### src/i2s_consts.svh
`ifndef I2S_CONSTS_SVH
`define I2S_CONSTS_SVH

// Bits per channel sample
`define I2S_SAMPLE_W 16

// System clocks per half bit-clock period (bclk = clk_i / 16)
`define I2S_BCLK_HALF 8

// System clocks per channel half (lrclk = clk_i / 1024)
`define I2S_LRCLK_HALF 512

// Bit-clock periods per channel half, unused bits go out as zero
`define I2S_SLOT_BITS 32

`endif

### src/audio_sample_pkg.sv
`include "i2s_consts.svh"

package audio_sample_pkg;

  // One PCM sample, two's complement, as seen by the on-chip audio logic
  typedef logic signed [`I2S_SAMPLE_W-1:0] sample_t;

endpackage

### src/i2s_frame_pkg.sv
package i2s_frame_pkg;

  // Channel selected by the word clock level
  typedef enum logic {
    ch_left  = 1'b0,  // lrclk low
    ch_right = 1'b1   // lrclk high
  } channel_e;

endpackage

### src/i2s_timing_if.sv
interface i2s_timing_if;
  import i2s_frame_pkg::*;

  logic     bclk_rise;   // Cycle before bclk goes high
  logic     bclk_fall;   // Cycle before bclk goes low
  logic     lr_rise;     // Start of a right half
  logic     lr_fall;     // Start of a left half
  channel_e lr_channel;  // Current channel

  modport gen (
    output bclk_rise, bclk_fall, lr_rise, lr_fall, lr_channel
  );

  // DAC side only needs the shift and load points
  modport tx (
    input bclk_fall, lr_rise, lr_fall
  );

  modport rx (
    input bclk_rise, lr_rise, lr_fall, lr_channel
  );

endinterface

### src/i2s_clock_gen.sv
`include "i2s_consts.svh"

module i2s_clock_gen (
  input  logic         clk_i,
  input  logic         rst_ni,
  output logic         mclk,
  output logic         bclk,
  output logic         lrclk,
  i2s_timing_if.gen    timing
);
  import i2s_frame_pkg::*;

  logic [$clog2(`I2S_BCLK_HALF)-1:0]  bclk_cnt;
  logic [$clog2(`I2S_LRCLK_HALF)-1:0] lr_cnt;

  // Codec master clock at half the system rate
  always_ff @(posedge clk_i or negedge rst_ni) begin
    if (!rst_ni) begin
      mclk <= 1'b0;
    end else begin
      mclk <= ~mclk;
    end
  end

  // Bit clock, toggles when the counter runs out
  always_ff @(posedge clk_i or negedge rst_ni) begin
    if (!rst_ni) begin
      bclk_cnt <= ($bits(bclk_cnt))'(`I2S_BCLK_HALF - 1);
      bclk     <= 1'b0;
    end else if (bclk_cnt == '0) begin
      bclk_cnt <= ($bits(bclk_cnt))'(`I2S_BCLK_HALF - 1);
      bclk     <= ~bclk;
    end else begin
      bclk_cnt <= bclk_cnt - 1'b1;
    end
  end

  // Word clock, 64 bclk half-periods per channel half so it always
  // toggles together with a bclk fall
  always_ff @(posedge clk_i or negedge rst_ni) begin
    if (!rst_ni) begin
      lr_cnt <= ($bits(lr_cnt))'(`I2S_LRCLK_HALF - 1);
      lrclk  <= 1'b0;
    end else if (lr_cnt == '0) begin
      lr_cnt <= ($bits(lr_cnt))'(`I2S_LRCLK_HALF - 1);
      lrclk  <= ~lrclk;
    end else begin
      lr_cnt <= lr_cnt - 1'b1;
    end
  end

  // Strobes lead the clock edge by one cycle
  assign timing.bclk_rise  = (bclk_cnt == '0) && !bclk;
  assign timing.bclk_fall  = (bclk_cnt == '0) && bclk;
  assign timing.lr_rise    = (lr_cnt == '0) && !lrclk;
  assign timing.lr_fall    = (lr_cnt == '0) && lrclk;
  assign timing.lr_channel = channel_e'(lrclk);

endmodule

### src/i2s_transmitter.sv
`include "i2s_consts.svh"

module i2s_transmitter (
  input  logic                      clk_i,
  input  logic                      rst_ni,
  i2s_timing_if.tx                  timing,
  input  audio_sample_pkg::sample_t data_i_l,
  input  audio_sample_pkg::sample_t data_i_r,
  output logic                      dac_sdata
);

  // Delay bit on top of the sample
  logic [`I2S_SAMPLE_W:0] tx_shreg;

  always_ff @(posedge clk_i or negedge rst_ni) begin
    if (!rst_ni) begin
      tx_shreg <= '0;
    end else if (timing.lr_rise) begin
      tx_shreg <= {1'b0, data_i_r};  // Right half starts
    end else if (timing.lr_fall) begin
      tx_shreg <= {1'b0, data_i_l};  // Left half starts
    end else if (timing.bclk_fall) begin
      // Zero fill keeps the line low after the LSB
      tx_shreg <= {tx_shreg[`I2S_SAMPLE_W-1:0], 1'b0};
    end
  end

  // The word clock edge shares its cycle with a bclk fall, the load wins
  // there so the delay bit stays on the line for one full bit period
  assign dac_sdata = tx_shreg[`I2S_SAMPLE_W];

endmodule

### src/i2s_receiver.sv
`include "i2s_consts.svh"

module i2s_receiver (
  input  logic                      clk_i,
  input  logic                      rst_ni,
  i2s_timing_if.rx                  timing,
  input  logic                      adc_sdata,
  output audio_sample_pkg::sample_t data_o_l,
  output audio_sample_pkg::sample_t data_o_r,
  output logic                      frame_valid
);
  import audio_sample_pkg::*;
  import i2s_frame_pkg::*;

  logic [$clog2(`I2S_SLOT_BITS)-1:0] rise_cnt;  // Bit clock rises seen in this half
  sample_t                            rx_shreg;
  logic                               lr_edge;
  logic                               in_data;
  logic                               at_commit;

  assign lr_edge = timing.lr_rise || timing.lr_fall;

  // Count 0 is the delay bit, counts 1 to 16 carry the sample MSB first
  assign in_data   = (rise_cnt != '0) &&
                     (rise_cnt <= ($bits(rise_cnt))'(`I2S_SAMPLE_W));
  assign at_commit = (rise_cnt == ($bits(rise_cnt))'(`I2S_SAMPLE_W + 1));

  always_ff @(posedge clk_i or negedge rst_ni) begin
    if (!rst_ni) begin
      rise_cnt <= '0;
      rx_shreg <= '0;
    end else if (lr_edge) begin
      rise_cnt <= '0;
      rx_shreg <= '0;
    end else if (timing.bclk_rise) begin
      if (rise_cnt != '1) begin
        rise_cnt <= rise_cnt + 1'b1;  // Hold at the top until the next edge
      end
      if (in_data) begin
        rx_shreg <= {rx_shreg[`I2S_SAMPLE_W-2:0], adc_sdata};
      end
    end
  end

  // Output words, written once per half on the rise after the LSB
  always_ff @(posedge clk_i or negedge rst_ni) begin
    if (!rst_ni) begin
      data_o_l    <= '0;
      data_o_r    <= '0;
      frame_valid <= 1'b0;
    end else if (timing.lr_fall) begin
      frame_valid <= 1'b0;  // New frame starts with the left half
    end else if (timing.bclk_rise && at_commit) begin
      if (timing.lr_channel == ch_right) begin
        data_o_r    <= rx_shreg;
        frame_valid <= 1'b1;  // Both channels of the frame are in
      end else begin
        data_o_l <= rx_shreg;
      end
    end
  end

endmodule

### src/i2s_codec_port.sv
module i2s_codec_port (
  input  logic                      clk_i,
  input  logic                      rst_ni,
  // Codec side
  output logic                      mclk,
  output logic                      bclk,
  output logic                      lrclk,
  input  logic                      adc_sdata,
  output logic                      dac_sdata,
  // On-chip audio side
  input  audio_sample_pkg::sample_t data_i_l,
  input  audio_sample_pkg::sample_t data_i_r,
  output audio_sample_pkg::sample_t data_o_l,
  output audio_sample_pkg::sample_t data_o_r,
  output logic                      frame_valid
);

  i2s_timing_if timing_if ();  // Strobes shared by all three blocks

  i2s_clock_gen i2s_clock_gen_inst (
    .clk_i  (clk_i),
    .rst_ni (rst_ni),
    .mclk   (mclk),
    .bclk   (bclk),
    .lrclk  (lrclk),
    .timing (timing_if.gen)
  );

  i2s_transmitter i2s_transmitter_inst (
    .clk_i     (clk_i),
    .rst_ni    (rst_ni),
    .timing    (timing_if.tx),
    .data_i_l  (data_i_l),
    .data_i_r  (data_i_r),
    .dac_sdata (dac_sdata)
  );

  i2s_receiver i2s_receiver_inst (
    .clk_i       (clk_i),
    .rst_ni      (rst_ni),
    .timing      (timing_if.rx),
    .adc_sdata   (adc_sdata),
    .data_o_l    (data_o_l),
    .data_o_r    (data_o_r),
    .frame_valid (frame_valid)
  );

endmodule

### config.mk
export PLATFORM = sky130hd
export DESIGN_NAME = i2s_codec_port
export DESIGN_NICKNAME = d
export VERILOG_FILES = /design/src/audio_sample_pkg.sv /design/src/i2s_frame_pkg.sv /design/src/i2s_timing_if.sv /design/src/i2s_clock_gen.sv /design/src/i2s_transmitter.sv /design/src/i2s_receiver.sv /design/src/i2s_codec_port.sv
export VERILOG_INCLUDE_DIRS = /design/src /design/src/src
export SDC_FILE = /design/constraint.sdc
export NUM_CORES = 1
export LEC_CHECK = 0
export BUFFER_PORTS_ARGS = -buffer_cell sky130_fd_sc_hd__buf_2
export CAP_MARGIN = 40
export CORE_ASPECT_RATIO = 1.2
export CORE_MARGIN = 3
export CORE_UTILIZATION = 50
export CTS_BUF_LIST = sky130_fd_sc_hd__clkbuf_4 sky130_fd_sc_hd__clkbuf_8
export DETAILED_ROUTE_END_ITERATION = 10
export GPL_ROUTABILITY_DRIVEN = 0
export PLACE_DENSITY = 0.79
export SLEW_MARGIN = 30
export SYNTH_ARGS = -nofsm -noshare
export SYNTH_HDL_FRONTEND = slang
export SYNTH_SLANG_ARGS = --single-unit
### constraint.sdc
create_clock -name clk_i -period 2.1 [get_ports clk_i]
set_input_delay 0.63 -clock clk_i [delete_from_list [all_inputs] [get_ports clk_i]]
set_output_delay 0.63 -clock clk_i [all_outputs]
set_load 0.01 [all_outputs]
==> results of run 1 <==
-- cells by family after synthesis --
family,count (synthesis),synth area share
fa+ha+maj,7,0.02293
compound gates,44,0.07208
mux,66,0.1933
buf+inv,25,0.02752
simple gates,69,0.1006
xor+xnor,7,0.01606
flops,86,0.5675
-- synthesized netlist by cell type, types with 2 or more instances --
cell type and count:
dfrtp_1 74, mux2i_1 34, nand2_1 23, mux2_2 22
a21oi_1 19, nor2b_1 16, a211oi_1 15, clkbuf_1 12
dfstp_2 12, mux2_4 10, inv_1 9, nor2_1 9
ha_1 7, o31ai_1 4, xor2_1 4, buf_2 3
nand4_1 3, o21ai_0 3, xnor2_1 3, and3_1 2
nand3_1 2, nor3_1 2, o21a_1 2
-- final cells by class --
type,count,share of cell area
Tap cell,90,0.02438
Clock buffer,11,0.03142
Sequential cell,86,0.4691
Multi-Input combinational cell,193,0.3380
Clock inverter,5,0.01273
Inverter,9,0.007313
Timing Repair Buffer,87,0.1170
-- worst paths after layout --
path	from	to	slack, ns	cells after the start
hold reg to reg	i2s_clock_gen_inst.mclk	i2s_clock_gen_inst.mclk	0.42	1
setup reg to reg	i2s_clock_gen_inst.bclk_cnt[0]	i2s_receiver_inst.data_o_r[5]	0.15	7
min in group clk_i	i2s_clock_gen_inst.mclk	i2s_clock_gen_inst.mclk	0.42	1
max in group asynchronous	rst_ni	i2s_clock_gen_inst.lr_cnt[6]	1.30	2
hold / removal	rst_ni	i2s_transmitter_inst.tx_shreg[2]	0.21	1
setup / recovery	i2s_clock_gen_inst.bclk_cnt[0]	i2s_receiver_inst.data_o_r[5]	0.15	7
-- metrics by stage --
step,TNS (ns),power (uW),instances,instance area [sq um]
detailed placement,-0.4872,1806,462,4380
floorplan,-0.5497,1732,304,3845
finish,0,2927,481,4619
global route,0,3056,481,4619
global placement,0,1804,462,4380
CTS,0,2972,481,4619
-- per-layer routing --
layer,vias up,GRT usage
li1,1238,-
met1,1283,0.2318
met2,83,0.3002
met3,8,0.04719
met4,0,0.04872
met5,-,0
-- worst max-delay path: stages, from the launching register on --
cell	delay, ns
dfstp_2	0.37
inv_1	0.07
ha_1	0.16
nor3b_1	0.27
nand4_1	0.25
nor2_4	0.22
buf_12	0.15
mux2_2	0.34
-- state kept, by name (all words and copies together), names as in the netlist, 3 cells and up --
signal and cells:
i2s_receiver_inst.rise_cnt 5, i2s_receiver_inst.data_o_r 16, i2s_transmitter_inst.tx_shreg 17, i2s_clock_gen_inst.bclk_cnt 3, i2s_receiver_inst.data_o_l 16, i2s_receiver_inst.rx_shreg 16, i2s_clock_gen_inst.lr_cnt 9
-- power breakdown --
part | switching, uW | total, uW | internal [uW]
sequential | 8.70 | 1680 | 1670
combinational | 48.3 | 91.5 | 43.2
clock | 560 | 1160 | 595
-- cells in the final DEF, fill, tap and decap left out, types with 2 or more instances in the layout --
master / instances
a211oi_1: 15
a21oi_1: 19
and3_1: 2
buf_12: 5
buf_2: 70
buf_4: 12
clkbuf_8: 10
clkinvlp_4: 2
dfrtp_1: 74
dfstp_2: 12
ha_1: 6
inv_1: 7
inv_2: 2
mux2_2: 22
mux2_4: 10
mux2i_1: 34
nand2_1: 22
nand3_1: 2
nand4_1: 3
nor2_1: 9
nor2b_1: 16
nor3_1: 2
o21a_1: 2
o21ai_0: 3
o31ai_1: 4
xnor2_1: 3
xor2_1: 4
==> impl_results.md, run 1 <==
- Io pins: 72
- Hold-fix buffers, CTS: 0
- TritonRoute pass-1 iters: 4
- Post-route setup slack: 0.1511 ns
- Pre-CTS setup slack: -0.07438 ns
- Worst-Skew Late Latency: 0.34 ns
- Tmin final: 1.949 ns
- CTS Buf Count: 9
- CTS tree: yes
- Worst Path Class, Setup: reg2reg
- Post-synth net total: 346
- WL met3: 465 um
- Synthesis Warnings: 0
- Remaining Overflow, GRT: 0
- Number of nets in the layout: 428
- Vias in the first global route: 2568
- Antenna violations before repair: 0
- PwrDens: 633.5 nW/um^2
- Worst Max-Slew Pin Slew: 0.3890 ns
- Chip height: 101.7 um
- Yosys cell types: 37
- Final period util: 0.9281
- Dominant synthesized flop cell: dfrtp_1
- Worst hold path class: in2async
- Resized cells post-CTS: 0
- Synth top area cells: dfrtp_1 48%, mux2i_1 8.9%, dfstp_2 8.3%
- Area leader, netlist: dfrtp_1
- Syn Area/Cell: 12.56 sq um
- Post-synth EDFFs: 0
- Share of post-route cells with drive strength above 1: 0.3939
- Ys async rst share: 1.000
- Core area: 7317 sq um
- Crit path DAT: 2.18 ns
- Root buffer cell: clkbuf_8
- Startpoint Class: register
- Unrepaired setup endpoints after global routing: no
- Fin. Hold Viols: 0
- Drt total wl: 7.295 mm
- Critical-path maximum fanout: 8
- Reg area: 2167 sq um
- Post-CTS setup buffer count: 3
- Status: finished, final reports clean
- Via density: 5.430
- Max Freq: 513.1 MHz
- Setup Skew: 0.005859 ns
- DR vias: 2612
- Sequential area share after synthesis: 0.5675
- Final Max Slew Viols: 0
- Global-route wire length before repair: 12.23 mm
- #FFs+latches synth: 86
- Starting Density: 0.5219
- Met1 WL: 3.204 mm
- Number of fill cells: 555
- Wire per inst: 15.17 um
- PortBufs: 71
- CTS Sinks: 86
- Maximum VDD drop: 0.4696 mV
- Largest net degree at the start of global routing: 40
- Die width: 85.78 um
- Footprint of the multi-input gates: 1562 sq um
- Crit end category: register
- Maxcap violations: 0
- DRC viols: 0
- Post-DP HPWL: 5.044 mm
- Final Util: 0.6313
- P&R area growth vs syn: 20.97%
- Maximum clock path buffer count: 2
- Die area: 8726 sq um
- Clock-pin slew on the worst setup and hold paths: 0.08 ns
- Met2 routed WL: 3.551 mm
- Syn Inst Count: 304
- LEAKAGE: 0.002364 uW
- # diodes: 0
- Worst hold margin: 0.2064 ns
- GRT Util Overall: 0.1792
- Synth Cell Area: 3819 sq um
- H-Tree Depth: 3
- Worst EP required: 2.33 ns
- DR top layer: met4
- DRT iter0 DRCs: 66
- Endpoints failing setup: 0
- Row count: 34
- Synth top area share: 0.4849
- Routed Antenna Nets: 0
- Slew headroom: 0.7407
No activity file was read; power rests on OpenSTA's default activity.
==> inputs of run 2 (changes only) <==
Settings changed: PLACE_DENSITY 0.79 to 0.76.
Clock period 2.1 ns to 1.8 ns, I/O delays scaled along.
==> run 2 against run 1 <==
Compared with the run above:
- the flow now finishes with violations (negative setup slack)
- hold slack worse by 0.098 ns
- clock skew up 0.012 ns
- register-to-register slack worse by 0.22 ns
- critical path depth unchanged
- first-iteration DRC count up 58%
- non-clock buffer count up 14
- final area up 5.0%
- via count up 0.57%
- total power up 17%
- setup slack worse by 0.22 ns
- final cell count up 2.9%
- critical endpoint is now i2s_receiver_inst.data_o_r[7]
- largest cell class unchanged
==> impl_results.md, run 2 (same netlist as run 1, synthesis figures left out) <==
- Post-DP HPWL: 5.205 mm (+3.2%)
- Core area: 7317 sq um (unchanged)
- Commonest non-fill, non-tap cells in the layout: 74 x dfrtp_1, 70 x buf_2, 34 x mux2i_1, 22 x nand2_1, 22 x buf_4
- Crit path DAT: 2.13 ns (-0.05 ns)
- TritonRoute pass-1 iters: 4 (unchanged)
- Via density: 5.307 (-2.3%)
- Most used routing layer: met2
- # diodes: 0 (unchanged)
- Worst EP required: 2.06 ns (-0.27 ns)
- Die width: 85.78 um (unchanged)
- Setup Skew: 0.01759 ns (+0.01173 ns)
- Setup TNS: -0.8007 ns (-0.8007 ns)
- Number of fill cells: 539 (-2.9%)
- CTS Buf Count: 9 (unchanged)
- Met2 usage: 0.2799 (-0.02033)
- Worst-Skew Late Latency: 0.37 ns (+0.03 ns)
- LEAKAGE: 0.002459 uW (+4.0%)
- Met1 usage: 0.2372 (+0.005314)
- Remaining Overflow, GRT: 0 (unchanged)
- Routed Antenna Nets: 0 (unchanged)
- Row count: 34 (unchanged)
- Largest net degree at the start of global routing: 34 (-15%)
- GRT Util Overall: 0.1762 (-0.002997)
- DR vias: 2627 (+0.57%)
- Status: finished, violations left
- Tmin final: 1.869 ns (-0.08031 ns)
- Number of nets in the layout: 442 (+3.3%)
- Final Max Slew Viols: 0 (unchanged)
- PortBufs: 71 (unchanged)
- Design area: 4852 sq um (+5.0%)
- Drt total wl: 7.652 mm (+4.9%)
- Vias in the first global route: 2666 (+3.8%)
- Met3 usage: 0.03906 (-0.008137)
- Final period util: 1.038 (+0.1101)
- Dpl cells: 474 (+2.6%)
- Commonest non-fill, non-tap cell in the layout: dfrtp_1
- Slew headroom: 0.7049 (-0.03574)
- Clock-pin slew on the worst setup and hold paths: 0.11 ns (+0.03 ns)
- CTS tree: yes
- Failing checks: negative setup slack
- Maximum VDD drop: 0.5649 mV (+20%)
- Worst hold margin: 0.1082 ns (-0.09825 ns)
- Antenna violations before repair: 0 (unchanged)
- Wire per inst: 15.46 um (+1.9%)
- Worst Max-Slew Pin Slew: 0.4426 ns (+0.05361 ns)
- Startpoint Class: register
- Biggest register: i2s_transmitter_inst.tx_shreg
- Number of flip-flops under the largest register name: 17 (unchanged)
- DRT iter0 DRCs: 104 (+58%)
- FF-to-FF End: i2s_receiver_inst.data_o_r[7]
- H-Tree Depth: 3 (unchanged)
- R2R Path Start: i2s_clock_gen_inst.lr_cnt[0]
- Global-route wire length before repair: 12.10 mm (-1.1%)
- Share of post-route cells with drive strength above 1: 0.4395 (+0.04564)
- P&R area growth vs syn: 27.06%
- Maximum clock path buffer count: 2 (unchanged)
- Die area: 8726 sq um (unchanged)
- Chip height: 101.7 um (unchanged)
- Critical-path maximum fanout: 8 (unchanged)
- Endpoints failing setup: 16 (+16)
- Starting Density: 0.5219 (unchanged)
- Max Freq: 535.2 MHz (+4.3%)
- Worst hold path class: in2async
- Crit end category: register
- DRC viols: 0 (unchanged)
- Maxcap violations: 0 (unchanged)
- PwrDens: 705.5 nW/um^2 (+11%)
- Root buffer cell: clkbuf_8
- Final Non-Filler Cells: 495 (+2.9%)
- Io pins: 72 (unchanged)
- Placed Area: 4524 sq um (+3.3%)
- Post-route setup slack: -0.06864 ns (-0.2197 ns)
- Unrepaired setup endpoints after global routing: yes
- Internal reg-to-reg setup slack: -0.07 ns (-0.22 ns)
- CTS Sinks: 86 (unchanged)
- Fin. Hold Viols: 0 (unchanged)
- Reg2Reg Depth: 7 (unchanged)
- Worst Path Class, Setup: reg2reg
## run 2: changes by cell type in the layout (fill, tap and decap cells not counted), sizes merged
| cell | change |
|---|---|
| buf | +13 |
| clkinvlp | -1 |
| inv | +6 |
| bufinv | -1 |
| clkinv | -2 |
| clkbuf | -1 |
## run 2: power breakdown
| part | internal (uW) | leakage, uW | switching, uW |
|---|---|---|---|
| sequential | 1950 | 0.00110 | 9.62 |
| clock | 555 | 0.0000996 | 798 |
| combinational | 53.4 | 0.00126 | 57.7 |
| total | 2560 | 0.00246 | 865 |
## run 2: area by class of cell
cell class              instances  area [sq um]  share of cell area
clock buffers                   9         123.9             0.02553
clock inverters                 7         72.57             0.01496
inverters                       9         33.78            0.006962
multi-input cells             193          1650              0.3401
flip-flops and latches         86          2167              0.4466
well taps                      90         112.6             0.02321
repair buffers                101         691.9              0.1426
## run 2: how the worst max path moves through the flow
stage	startpoint	endpoint	slack, ns	cells after the start
after floorplan	i2s_clock_gen_inst.lr_cnt[0]	i2s_receiver_inst.data_o_r[10]	-0.35	8
after global placement	i2s_clock_gen_inst.lr_cnt[0]	i2s_receiver_inst.data_o_r[10]	-0.005	7
after detailed placement	i2s_clock_gen_inst.bclk_cnt[0]	i2s_receiver_inst.data_o_r[5]	-0.09	7
after CTS	i2s_clock_gen_inst.bclk_cnt[1]	i2s_receiver_inst.data_o_r[4]	-0.06	7
after global routing	i2s_clock_gen_inst.bclk_cnt[0]	i2s_receiver_inst.data_o_r[3]	-0.16	7
final	i2s_clock_gen_inst.lr_cnt[0]	i2s_receiver_inst.data_o_r[7]	-0.07	7
## run 2: critical path, cell delays in order, from the launching register on
cell       delay, ns
dfstp_2         0.39
inv_2           0.06
ha_4            0.12
or3b_4          0.39
nor4_4          0.23
nor2_4          0.09
clkbuf_16       0.18
mux2_4          0.31
## run 2: metrics by stage
step                      total power [uW]  utilization  worst slack, ns
after floorplan                       2021            -          -0.3550
after global placement                2108       0.6183        -0.004604
after detailed placement              2111       0.6183         -0.08515
after CTS                             3454       0.6524         -0.06062
after global routing                  3547       0.6631          -0.1577
final                                 3423       0.6631         -0.06864
## run 2: what timing repair did
item                                   4_1_cts  5_1_grt
pin swaps                                    3        6
endpoints found under the hold margin        0        0
gates cloned                                 0        1
setup buffers                                4        1
resized for setup                            7       11
hold buffers                                 0        0
setup endpoints to repair                   19       40
## run 2: per-layer routing
metal / up-vias / routed length [um]
met5: - / 0
met4: 0 / 107
met3: 10 / 416
met2: 75 / 3666
met1: 1277 / 3462
li1: 1265 / -
